### config.mk
export PLATFORM = sky130hd
export DESIGN_NAME = rv32_regfetch
export DESIGN_NICKNAME = d
export VERILOG_FILES = /design/src/verilog/rv_arch_pkg.sv /design/src/verilog/operand_pkg.sv /design/src/verilog/register_file.sv /design/src/verilog/regfile_read_pipe.sv /design/src/verilog/operand_slot.sv /design/src/verilog/commit_state.sv /design/src/verilog/rv32_regfetch.sv
export VERILOG_INCLUDE_DIRS = /design/src /design/src/verilog
export SDC_FILE = /design/constraint.sdc
export NUM_CORES = 2
export LEC_CHECK = 0
export BUFFER_PORTS_ARGS = -buffer_cell sky130_fd_sc_hd__buf_2
export CAP_MARGIN = 10
export CORE_UTILIZATION = 55
export CTS_CLUSTER_DIAMETER = 100
export DETAILED_ROUTE_END_ITERATION = 8
export PLACE_DENSITY = 0.73
export SLEW_MARGIN = 0
export SYNTH_ARGS = -nofsm -noshare
export SYNTH_HDL_FRONTEND = slang
export SYNTH_SLANG_ARGS = --single-unit
### constraint.sdc
create_clock -name clk -period 3.75 [get_ports clk]
set_input_delay 0.5625 -clock clk [delete_from_list [all_inputs] [get_ports clk]]
set_output_delay 0.5625 -clock clk [all_outputs]
set_load 0.005 [all_outputs]
### src/verilog/rv_cfg.svh
`ifndef RV_CFG_SVH
`define RV_CFG_SVH

// first fetch address after reset
`define RV_PROG_ADDR_RESET 32'h0001_0000

// architectural data word and pc width
`define RV_XLEN 32

// integer register count, x0 included
`define RV_NUM_REGS 32

// edges from register read to operand response
`define RV_READ_LATENCY 3

// width of cycle and instret counters
`define RV_COUNTER_WIDTH 64

`endif

### src/verilog/rv_arch_pkg.sv
`default_nettype none

`include "rv_cfg.svh"

package rv_arch_pkg;

	// data word, also used for pc
	typedef logic [`RV_XLEN-1:0] xlen_t;

	// register index
	typedef logic [$clog2(`RV_NUM_REGS)-1:0] reg_addr_t;

	// cycle and retired instruction counts
	typedef logic [`RV_COUNTER_WIDTH-1:0] counter_t;

endpackage

`default_nettype wire

### src/verilog/operand_pkg.sv
`default_nettype none

package operand_pkg;

	// per operand fetch progress
	typedef enum logic [1:0] {
		SLOT_IDLE  = 2'd0,
		SLOT_WAIT  = 2'd1,
		SLOT_READY = 2'd2
	} slot_state_t;

	// one hot over operands, bit 0 is rs1 and bit 1 is rs2
	typedef logic [1:0] read_sel_t;

endpackage

`default_nettype wire

### src/verilog/register_file.sv
`timescale 1ns/1ps
`default_nettype none

`include "rv_cfg.svh"

module register_file (
	input  wire                    clk,
	input  wire                    wr_en,
	input  wire rv_arch_pkg::reg_addr_t wr_addr,
	input  wire rv_arch_pkg::xlen_t     wr_data,
	input  wire rv_arch_pkg::reg_addr_t read_addr,
	output rv_arch_pkg::xlen_t          read_data
);

	// entry 0 is never written and never read
	rv_arch_pkg::xlen_t regs [0:`RV_NUM_REGS-1];

	always_ff @(posedge clk) begin
		if (wr_en && (wr_addr != '0)) begin
			regs[wr_addr] <= wr_data;
		end
	end

	// x0 hardwired to zero
	always_comb begin
		if (read_addr == '0) begin
			read_data = '0;
		end else begin
			read_data = regs[read_addr];
		end
	end

endmodule

`default_nettype wire

### src/verilog/regfile_read_pipe.sv
`timescale 1ns/1ps
`default_nettype none

`include "rv_cfg.svh"

module regfile_read_pipe (
	input  wire                         clk,
	input  wire                         resetn,
	input  wire                         rs1_req,
	input  wire                         rs2_req,
	input  wire rv_arch_pkg::reg_addr_t rs1_addr,
	input  wire rv_arch_pkg::reg_addr_t rs2_addr,
	output logic                        rs1_grant,
	output logic                        rs2_grant,
	output rv_arch_pkg::reg_addr_t      read_addr,
	input  wire rv_arch_pkg::xlen_t     read_data,
	output logic                        rs1_resp,
	output logic                        rs2_resp,
	output rv_arch_pkg::xlen_t          resp_data
);

	operand_pkg::read_sel_t grant_sel;

	// tag and data travel side by side, newest entry in index 0
	operand_pkg::read_sel_t [`RV_READ_LATENCY-1:0] tag_pipe;
	rv_arch_pkg::xlen_t [`RV_READ_LATENCY-1:0]     data_pipe;

	// fixed priority, rs1 first
	assign rs1_grant = rs1_req;
	assign rs2_grant = rs2_req && !rs1_req;

	assign grant_sel = {rs2_grant, rs1_grant};

	// one hot address mux
	assign read_addr = ({$bits(rv_arch_pkg::reg_addr_t){rs1_grant}} & rs1_addr)
		| ({$bits(rv_arch_pkg::reg_addr_t){rs2_grant}} & rs2_addr);

	always_ff @(posedge clk) begin
		if (!resetn) begin
			tag_pipe <= '0;
		end else begin
			tag_pipe <= {tag_pipe[`RV_READ_LATENCY-2:0], grant_sel};
		end
	end

	// data only matters where the tag is set
	always_ff @(posedge clk) begin
		data_pipe <= {data_pipe[`RV_READ_LATENCY-2:0], read_data};
	end

	// oldest tag becomes the response pulse
	assign rs1_resp  = tag_pipe[`RV_READ_LATENCY-1][0];
	assign rs2_resp  = tag_pipe[`RV_READ_LATENCY-1][1];
	assign resp_data = data_pipe[`RV_READ_LATENCY-1];

endmodule

`default_nettype wire

### src/verilog/operand_slot.sv
`timescale 1ns/1ps
`default_nettype none

module operand_slot (
	input  wire                     clk,
	input  wire                     resetn,
	input  wire                     addr_valid,
	input  wire                     grant,
	input  wire                     resp,
	input  wire rv_arch_pkg::xlen_t resp_data,
	input  wire                     insn_complete,
	output logic                    req,
	output logic                    ready,
	output rv_arch_pkg::xlen_t      rdata
);

	operand_pkg::slot_state_t state;
	operand_pkg::slot_state_t state_next;

	always_comb begin
		state_next = state;
		case (state)
			operand_pkg::SLOT_IDLE: begin
				if (grant) begin
					state_next = operand_pkg::SLOT_WAIT;
				end
			end
			operand_pkg::SLOT_WAIT: begin
				if (resp) begin
					state_next = operand_pkg::SLOT_READY;
				end
			end
			operand_pkg::SLOT_READY: begin
				state_next = operand_pkg::SLOT_READY;
			end
			default: begin
				state_next = operand_pkg::SLOT_IDLE;
			end
		endcase
		// retiring instruction frees the slot from any state
		if (insn_complete) begin
			state_next = operand_pkg::SLOT_IDLE;
		end
	end

	always_ff @(posedge clk) begin
		if (!resetn) begin
			state <= operand_pkg::SLOT_IDLE;
		end else begin
			state <= state_next;
		end
	end

	// operand capture on response
	always_ff @(posedge clk) begin
		if ((state == operand_pkg::SLOT_WAIT) && resp) begin
			rdata <= resp_data;
		end
	end

	assign req   = addr_valid && (state == operand_pkg::SLOT_IDLE);
	assign ready = (state == operand_pkg::SLOT_READY);

endmodule

`default_nettype wire

### src/verilog/commit_state.sv
`timescale 1ns/1ps
`default_nettype none

`include "rv_cfg.svh"

module commit_state (
	input  wire                     clk,
	input  wire                     resetn,
	input  wire                     insn_complete,
	input  wire rv_arch_pkg::xlen_t pc_next,
	output rv_arch_pkg::xlen_t      pc,
	output rv_arch_pkg::counter_t   csr_cycle,
	output rv_arch_pkg::counter_t   csr_instret
);

	// pc advances only on retirement
	always_ff @(posedge clk) begin
		if (!resetn) begin
			pc <= `RV_PROG_ADDR_RESET;
		end else if (insn_complete) begin
			pc <= pc_next;
		end
	end

	// free running cycle count
	always_ff @(posedge clk) begin
		if (!resetn) begin
			csr_cycle <= '0;
		end else begin
			csr_cycle <= csr_cycle + 1'b1;
		end
	end

	always_ff @(posedge clk) begin
		if (!resetn) begin
			csr_instret <= '0;
		end else if (insn_complete) begin
			csr_instret <= csr_instret + 1'b1;
		end
	end

endmodule

`default_nettype wire

### src/verilog/rv32_regfetch.sv
`timescale 1ns/1ps
`default_nettype none

module rv32_regfetch (
	input  wire                         clk,
	input  wire                         resetn,
	input  wire rv_arch_pkg::reg_addr_t rs1_addr,
	input  wire                         rs1_addr_valid,
	input  wire rv_arch_pkg::reg_addr_t rs2_addr,
	input  wire                         rs2_addr_valid,
	input  wire rv_arch_pkg::reg_addr_t rd_addr,
	input  wire                         rd_request,
	input  wire rv_arch_pkg::xlen_t     rd_wdata,
	input  wire rv_arch_pkg::xlen_t     pc_next,
	input  wire                         insn_complete,
	output wire rv_arch_pkg::xlen_t     rs1_rdata,
	output wire rv_arch_pkg::xlen_t     rs2_rdata,
	output wire                         rs1_ready,
	output wire                         rs2_ready,
	output wire rv_arch_pkg::xlen_t     pc,
	output wire rv_arch_pkg::counter_t  csr_cycle,
	output wire rv_arch_pkg::counter_t  csr_instret
);

	// per operand handshakes with the read pipe, bit 0 is rs1
	wire operand_pkg::read_sel_t req;
	wire operand_pkg::read_sel_t grant;
	wire operand_pkg::read_sel_t resp;

	wire rv_arch_pkg::reg_addr_t read_addr;
	wire rv_arch_pkg::xlen_t     read_data;
	wire rv_arch_pkg::xlen_t     resp_data;
	wire                         wr_en;

	// rd is written as the instruction retires
	assign wr_en = rd_request && insn_complete;

	register_file u_register_file (
		.clk       (clk),
		.wr_en     (wr_en),
		.wr_addr   (rd_addr),
		.wr_data   (rd_wdata),
		.read_addr (read_addr),
		.read_data (read_data)
	);

	regfile_read_pipe u_read_pipe (
		.clk       (clk),
		.resetn    (resetn),
		.rs1_req   (req[0]),
		.rs2_req   (req[1]),
		.rs1_addr  (rs1_addr),
		.rs2_addr  (rs2_addr),
		.rs1_grant (grant[0]),
		.rs2_grant (grant[1]),
		.read_addr (read_addr),
		.read_data (read_data),
		.rs1_resp  (resp[0]),
		.rs2_resp  (resp[1]),
		.resp_data (resp_data)
	);

	operand_slot slot_rs1 (
		.clk           (clk),
		.resetn        (resetn),
		.addr_valid    (rs1_addr_valid),
		.grant         (grant[0]),
		.resp          (resp[0]),
		.resp_data     (resp_data),
		.insn_complete (insn_complete),
		.req           (req[0]),
		.ready         (rs1_ready),
		.rdata         (rs1_rdata)
	);

	operand_slot slot_rs2 (
		.clk           (clk),
		.resetn        (resetn),
		.addr_valid    (rs2_addr_valid),
		.grant         (grant[1]),
		.resp          (resp[1]),
		.resp_data     (resp_data),
		.insn_complete (insn_complete),
		.req           (req[1]),
		.ready         (rs2_ready),
		.rdata         (rs2_rdata)
	);

	commit_state u_commit_state (
		.clk           (clk),
		.resetn        (resetn),
		.insn_complete (insn_complete),
		.pc_next       (pc_next),
		.pc            (pc),
		.csr_cycle     (csr_cycle),
		.csr_instret   (csr_instret)
	);

endmodule

`default_nettype wire

Yosys cells after proc, flatten, opt, wreduce, memory -nomap -nowiden
Memories as Yosys holds them, arrays and structs flattened. A register that Yosys moved wholly into a read port is not among the register bits.
Index checks and enable logic that the tools add are counted.
W data, S select, Z words.

word-level totals
  memories kept = 1
  word-level logic and storage cells = 50
  RAM bits = 1024
  output and inout port bits = 226
  bits of input ports = 85
  register bits after elaboration = 298

cells by class
  eq/ne operators = 8
  bitwise gates (word level) = 4
  add/subtract/negate cells = 2
  reduce and logical (&&, ||, !) cells = 15
  mux-type cells = 8

memories
  name                  words  width  read ports  clocked after Yosys merged registers in  wr ports  RTL line             text
  u_register_file.regs  32     32     1           1                                        1         register_file.sv:16  rv_arch_pkg::xlen_t regs [0:`RV_NUM_REGS-1];

operators by type and width
  operator                 count
  $add A64 B1 Y64 const B  2
  $pmux W2 S3              2
  $and A5 B5 Y5            2
  $mux W2                  4
  $ne A2 B2 Y1 const B     4
  $logic_and A1 B1 Y1      7
  $logic_not A5 Y1         1
  $or A5 B5 Y5             1
  $reduce_bool A5 Y1       1
  $eq A2 B1 Y1 const B     2
  $eq A2 B2 Y1 const B     2
  $logic_not A2 Y1         2
  $reduce_and A2 Y1        2
  $mux W1                  2
  $reduce_or A2 Y1         1
  $logic_not A1 Y1         1
  $not A1 Y1               1

Depth between registers and ports, before layout
  word-level depth = 7
  depth in mapped cells = 13

By module
A second synthesis with hierarchy kept.

second synthesis, totals
  cells, all modules = 2995
  area total of the unflattened synthesis = 51648.3 µm²

by module, submodules not included
  module             cells an instance  area each (µm²)  sequential area each (µm²)  instances
  register_file      1903               39709.3          30749.5                     1
  commit_state       827                7245.7           3203.1                      1
  regfile_read_pipe  158                2402.3           2042.0                      1
  operand_slot       53                 1142.3           1001.0                      2
  rv32_regfetch      1                  6.3              0.0                         1

Worst setup path before layout
OpenSTA, ideal clock, no wires.

  path type = input to register
  start = input insn_complete
  end = memory u_register_file.regs[15][0] (netlist bit) (enable)
  path slack = 0.576 ns
  arrival = 2.753 ns
  required time = 3.329 ns
  stages = 4
  path buffers = 2
  cell sequence = buf_2 clkbuf_1 nand4_1 nor2_1

between the ends
  word-level cells in the longest chain between the ends = 4

ends and longest elaborated chain
  item                           RTL line             text
  start: declaration             rv32_regfetch.sv:15  input wire insn_complete,
  $logic_and A1 B1 Y1            rv32_regfetch.sv:36  assign wr_en = rd_request && insn_complete;
  $logic_and A1 B1 Y1            register_file.sv:19  if (wr_en && (wr_addr != '0)) begin
  $mux W1                        register_file.sv:19
  $mux W1 (not written as such)  register_file.sv:20  regs[wr_addr] <= wr_data;
  end: declaration               register_file.sv:16

Every way passes these cells.

Worst setup path in the final report
  start = register slot_rs1.state[0]
  end = register u_read_pipe.data_pipe[2] (netlist bit) (read register of u_register_file.regs)

between the ends
  word-level cells in the longest chain between the ends = 7
  elaborated cells between the ends (all ways) = 8
  classes of those cells = bitwise (3); reduce/logical (5)

ends and longest elaborated chain
  item                      RTL line                 text
  start: declaration        operand_slot.sv:17       operand_pkg::slot_state_t state;
  start signal: assignment  operand_slot.sv:48       state <= operand_pkg::SLOT_IDLE;
  start signal: assignment  operand_slot.sv:50       state <= state_next;
  $logic_not A2 Y1 (*)      operand_slot.sv:61       assign req = addr_valid && (state == operand_pkg::SLOT_IDLE);
  $logic_and A1 B1 Y1 (*)   operand_slot.sv:61
  $logic_not A1 Y1          regfile_read_pipe.sv:30  assign rs2_grant = rs2_req && !rs1_req;
  $logic_and A1 B1 Y1       regfile_read_pipe.sv:30
  $and A5 B5 Y5             regfile_read_pipe.sv:36  | ({$bits(rv_arch_pkg::reg_addr_t){rs2_grant}} & rs2_addr);
  $or A5 B5 Y5 (*)          regfile_read_pipe.sv:36
  $logic_not A5 Y1          register_file.sv:26      if (read_addr == '0) begin
  end: declaration          regfile_read_pipe.sv:26  rv_arch_pkg::xlen_t [`RV_READ_LATENCY-1:0] data_pipe;

Mark *: on every way between the ends. The rest lies on a longest branch, timed or not.
A chain may end at the register's enable or synchronous reset.

==> key figures <==
Run status
  – Outcome: finished, final reports clean

Timing
  – Total of endpoints with negative setup slack in the final report: 0
  – Worst Max-Slew Pin Slew: around 1.1 ns
  – Period utilisation layout: about nine tenths
  – Layout Skew: roughly 0.023 ns
  – Highest achievable clock rate: 297.9 MHz
  – Setup repair after global routing missed its margin: no
  – Summed negative setup slack over all endpoints: 0 ns
  – Number of slew-limit violations in the final report: 0
  – Final period demand of the worst path: 3.357 ns
  – Relative slew slack: between 20 and 30%
  – Worst-case hold slack: 0.07209 ns
  – Final hold viol count: 0

Global routing
  – Vias in the first global route: 30748
  – Combined global-route utilization of all metal layers: 27.92%
  – Pin count of the biggest net entering global routing: 85
  – Wire length of the first global-routing pass: 194.5 mm
  – Overflow left after global routing: 0
  – Antenna violations before repair: 11

Worst setup path
  – Capturing point of the worst reg2reg path: u_read_pipe.data_pipe[2]
  – Worst-case register-to-register setup slack: a little under 0.4 ns
  – Required arrival time at the worst endpoint: 4.36 ns
  – Number of cells on the worst reg-to-reg path: 8
  – Cells along the critical path: inv_1 -> ha_1 -> and2_1 -> o21ai_0 -> nor2_4 -> nand3_1 -> a311oi_1 -> a22oi_1
  – Delay-heaviest family, CP: simple AND/OR/NAND/NOR gates
  – Crit path DAT: slightly below 4 ns
  – Crit path largest cell delay: about 0.76 ns
  – Nature of the critical path startpoint: register
  – Library cell contributing the largest single delay on the critical path: sky130_fd_sc_hd__nor2_4
  – Kind of end point of the critical path: register
  – R2r startpoint: slot_rs1.state[0]
  – Category of the critical setup timing path: register to register
  – Buffers and inverters on the worst path: 1
  – Crit path max fanout: 16

Synth
  – Post-synthesis share of cell area spent on full adders, half adders and majority gates: less than 1%
  – Number of enable-type register cells in the synthesized netlist: about 1100
  – Post-synthesis area per instance: 13.82 um^2
  – Cell types with the largest area share after synthesis: sky130_fd_sc_hd__edfxtp_1, sky130_fd_sc_hd__dfxtp_1, sky130_fd_sc_hd__nand2_1
  – Synth warnings: 0
  – Multiplexer fraction of the synthesized cell area: 5.028%
  – Top cells by count, synth: sky130_fd_sc_hd__edfxtp_1, sky130_fd_sc_hd__nand2_1, sky130_fd_sc_hd__nand3_1, sky130_fd_sc_hd__dfxtp_1, sky130_fd_sc_hd__mux2i_1
  – Synth unique cells: 70
  – Async set-reset flop share out of synthesis: 0%
  – Biggest area consumer among synthesized cells: sky130_fd_sc_hd__edfxtp_1
  – Synthesized instance count: 3724
  – Number of register bits inferred by synthesis: 1354
  – Most common flop cell mapped by yosys: sky130_fd_sc_hd__edfxtp_1
  – Synthesized-area fraction occupied by and/or/nand/nor cells: between 10% and 20%
  – Total standard cell area after synthesis: 51480 um^2
  – Sequential area share after synthesis: 73.80%
  – Xor-xnor portion of the synthesized cell area: 1.803%
  – Combinational family with the most area after synthesis: simple AND/OR/NAND/NOR gates
  – Most frequent cell after synthesis: sky130_fd_sc_hd__edfxtp_1
  – Complex-gate fraction of the synthesized area: 3.995%
  – Share of the synthesized area in the top cell type: 63.46%

Floorplan
  – Die Footprint: 94830 um^2
  – Die X: between 300 and 400 um
  – Core footprint: 92220 um^2
  – Boundary pin count: between 300 and 400
  – Die H: 308.0 um
  – Initial Util: 55.83%
  – Row count: 111

Run
  – Number of violations of the max-capacitance limit: 0

Pwr
  – Leakage power total: 21.70 nW
  – Proportion of power drawn by the clock network: 42.0%
  – Total power: ~33 mW
  – Internal power contribution: 25.70 mW
  – Switching power: roughly 7.3 mW
  – Part of the power in combinational logic: 6.8%
  – Net switching fraction of the power: 22.14%
  – Peak supply drop: ~0.47 mV
  – Power Dens Cells: 549.0 nW/um^2
  – Part of the total power dissipated in sequential elements: 51.2%

Routing
  – Post-Route WL: 133.4 mm
  – Number of nets with antenna violations after routing: 0
  – First-pass iteration count of the detailed router: 7
  – DR WL/cell: 24.37 um
  – Via count of the routed design: 32745
  – DRC violations left: 0
  – Detail-routed via count per cell: between 5 and 6
  – Drt initial violations: 4389

CTS
  – TritonCTS Sinks: around 1400
  – Root Buffer: sky130_fd_sc_hd__clkbuf_16
  – CTS tree: built
  – Register clock-pin slew on the reported worst setup and hold paths: 0.06 ns
  – Resize count post-CTS: 0
  – Maximum count of clock buffers along a single path: 3
  – Postcts setup bufs: 0
  – CTS HTree Levels: 4
  – Clock latency reported for the late side of the worst-skew pair: 0.74 ns
  – Total CTS buffers: around 140
  – Hold-fix buffers, CTS: 0

Min path
  – Hold path start: pc_next[24]
  – Worst Hold End: u_commit_state.pc[24]
  – Hold Path Depth: 3
  – Type of the worst min-delay path: input pin to register

Finish
  – Net count reported at finish: 4210
  – Combined area of the multi-input logic cells: between 10000 and 15000 um^2
  – Ratio of cells with drive above 1 in the final layout: 16.99%
  – P&R area growth vs syn: 16.80%
  – Sequential standard cell area: 38000 um^2
  – Final core utilization: 65.21%
  – Fillers: between 6000 and 7000
  – Non-filler instance count after layout: 5475

Place
  – Final GP Congestion: 0.8488
  – Half-perimeter wire length after placement: 74.79 mm
  – Placed cell count: 5221
  – Number of input and output port buffers inserted: 310
## area by class of cell
class                      count  share of cell area (%)
multi-input combinational   2168                   21.47
clock inverter                61                   1.244
tap                         1243                   2.586
timing repair buffer         428                   4.865
sequential                  1354                   63.19
antenna                        7                 0.02913
inverter                      28                  0.1789
clock buffer                 186                   6.436
## sequential cells by signal (all words and copies together) (netlist names), 2 cells and up
register                    count
slot_rs1.rdata                 32
slot_rs1.state                  2
slot_rs2.rdata                 32
slot_rs2.state                  2
u_commit_state.csr_cycle       64
u_commit_state.csr_instret     64
u_commit_state.pc              32
u_read_pipe.data_pipe          64
u_read_pipe.resp_data          32
u_read_pipe.tag_pipe            4
u_register_file.regs         1024
## routing by layer
layer | share of wire [%] | vias to the layer above | global-route usage (%)
li1 | - | 14516 | -
met1 | 39 | 16122 | 38.17
met2 | 47 | 1807 | 44.55
met3 | 11 | 292 | 5.545
met4 | 3.3 | 8 | 10.31
met5 | 0.043 | - | 0
## power by group through the flow
| stage | Combinational (mW) | Clock [mW] | Sequential (mW) |
|---|---|---|---|
| final | 2.25 | 13.9 | 16.9 |
| after global routing | 2.42 | 14.6 | 16.9 |
| after CTS | 2.23 | 14.0 | 16.9 |
| after detailed placement | 2.21 | 0 | 17.2 |
| after global placement | 2.17 | 0 | 17.2 |
| after floorplan | 1.31 | 0 | 17.1 |
## how the worst max path moves through the flow
stage	startpoint	to	slack, ns	cells past startpoint
5_1_grt	slot_rs1.state[0]	u_read_pipe.data_pipe[2]	0.25	8
6_report	slot_rs1.state[0]	u_read_pipe.data_pipe[2]	0.39	8
3_3_place_gp	slot_rs1.state[0]	u_read_pipe.data_pipe[2]	0.44	8
2_1_floorplan	insn_complete	u_register_file.regs[15][0]	0.58	4
4_1_cts	slot_rs1.state[0]	u_read_pipe.data_pipe[2]	0.42	8
3_5_place_dp	slot_rs1.state[1]	u_read_pipe.data_pipe[2]	0.44	8
## worst min-delay path, delay by kind of cell
kind / cells / cell delay (ns)
buffers and inverters: 1 / 0.08
and+or+nand+nor: 1 / 0.07
muxes: 1 / 0.05
## placed cells by master (no fill, tap or decap), types with 27 or more instances in the layout
cell and n:
sky130_fd_sc_hd__inv_1 27, sky130_fd_sc_hd__buf_4 79, sky130_fd_sc_hd__nand4_1 39, sky130_fd_sc_hd__xnor2_1 61, sky130_fd_sc_hd__dfxtp_1 266, sky130_fd_sc_hd__a21oi_1 34
sky130_fd_sc_hd__clkbuf_1 30, sky130_fd_sc_hd__mux2i_1 235, sky130_fd_sc_hd__clkbuf_16 143, sky130_fd_sc_hd__a31oi_1 33, sky130_fd_sc_hd__buf_2 310, sky130_fd_sc_hd__nor2_1 164
sky130_fd_sc_hd__edfxtp_1 1088, sky130_fd_sc_hd__conb_1 32, sky130_fd_sc_hd__buf_12 39, sky130_fd_sc_hd__a32oi_1 88, sky130_fd_sc_hd__nand3_1 395, sky130_fd_sc_hd__xor2_1 45
sky130_fd_sc_hd__nand2_1 710, sky130_fd_sc_hd__nor2_4 33
## stage by stage
| step | setup slack (ns) | cell area, um^2 |
|---|---|---|
| 2_1_floorplan | 0.5755 | 51600 |
| 3_5_place_dp | 0.4392 | 55500 |
| 3_3_place_gp | 0.4371 | 55500 |
| 4_1_cts | 0.4218 | 60120 |
| 6_report | 0.3933 | 60130 |
| 5_1_grt | 0.2524 | 60120 |
## cell families after synthesis
| logic type | count (synthesis) |
|---|---|
| other cells | 1 |
| xor+xnor | 106 |
| compound gates | 279 |
| fa+ha+maj | 10 |
| flops | 1354 |
| buf+inv | 233 |
| simple gates | 1495 |
| mux | 246 |
Power figures use the tool's default switching activity.
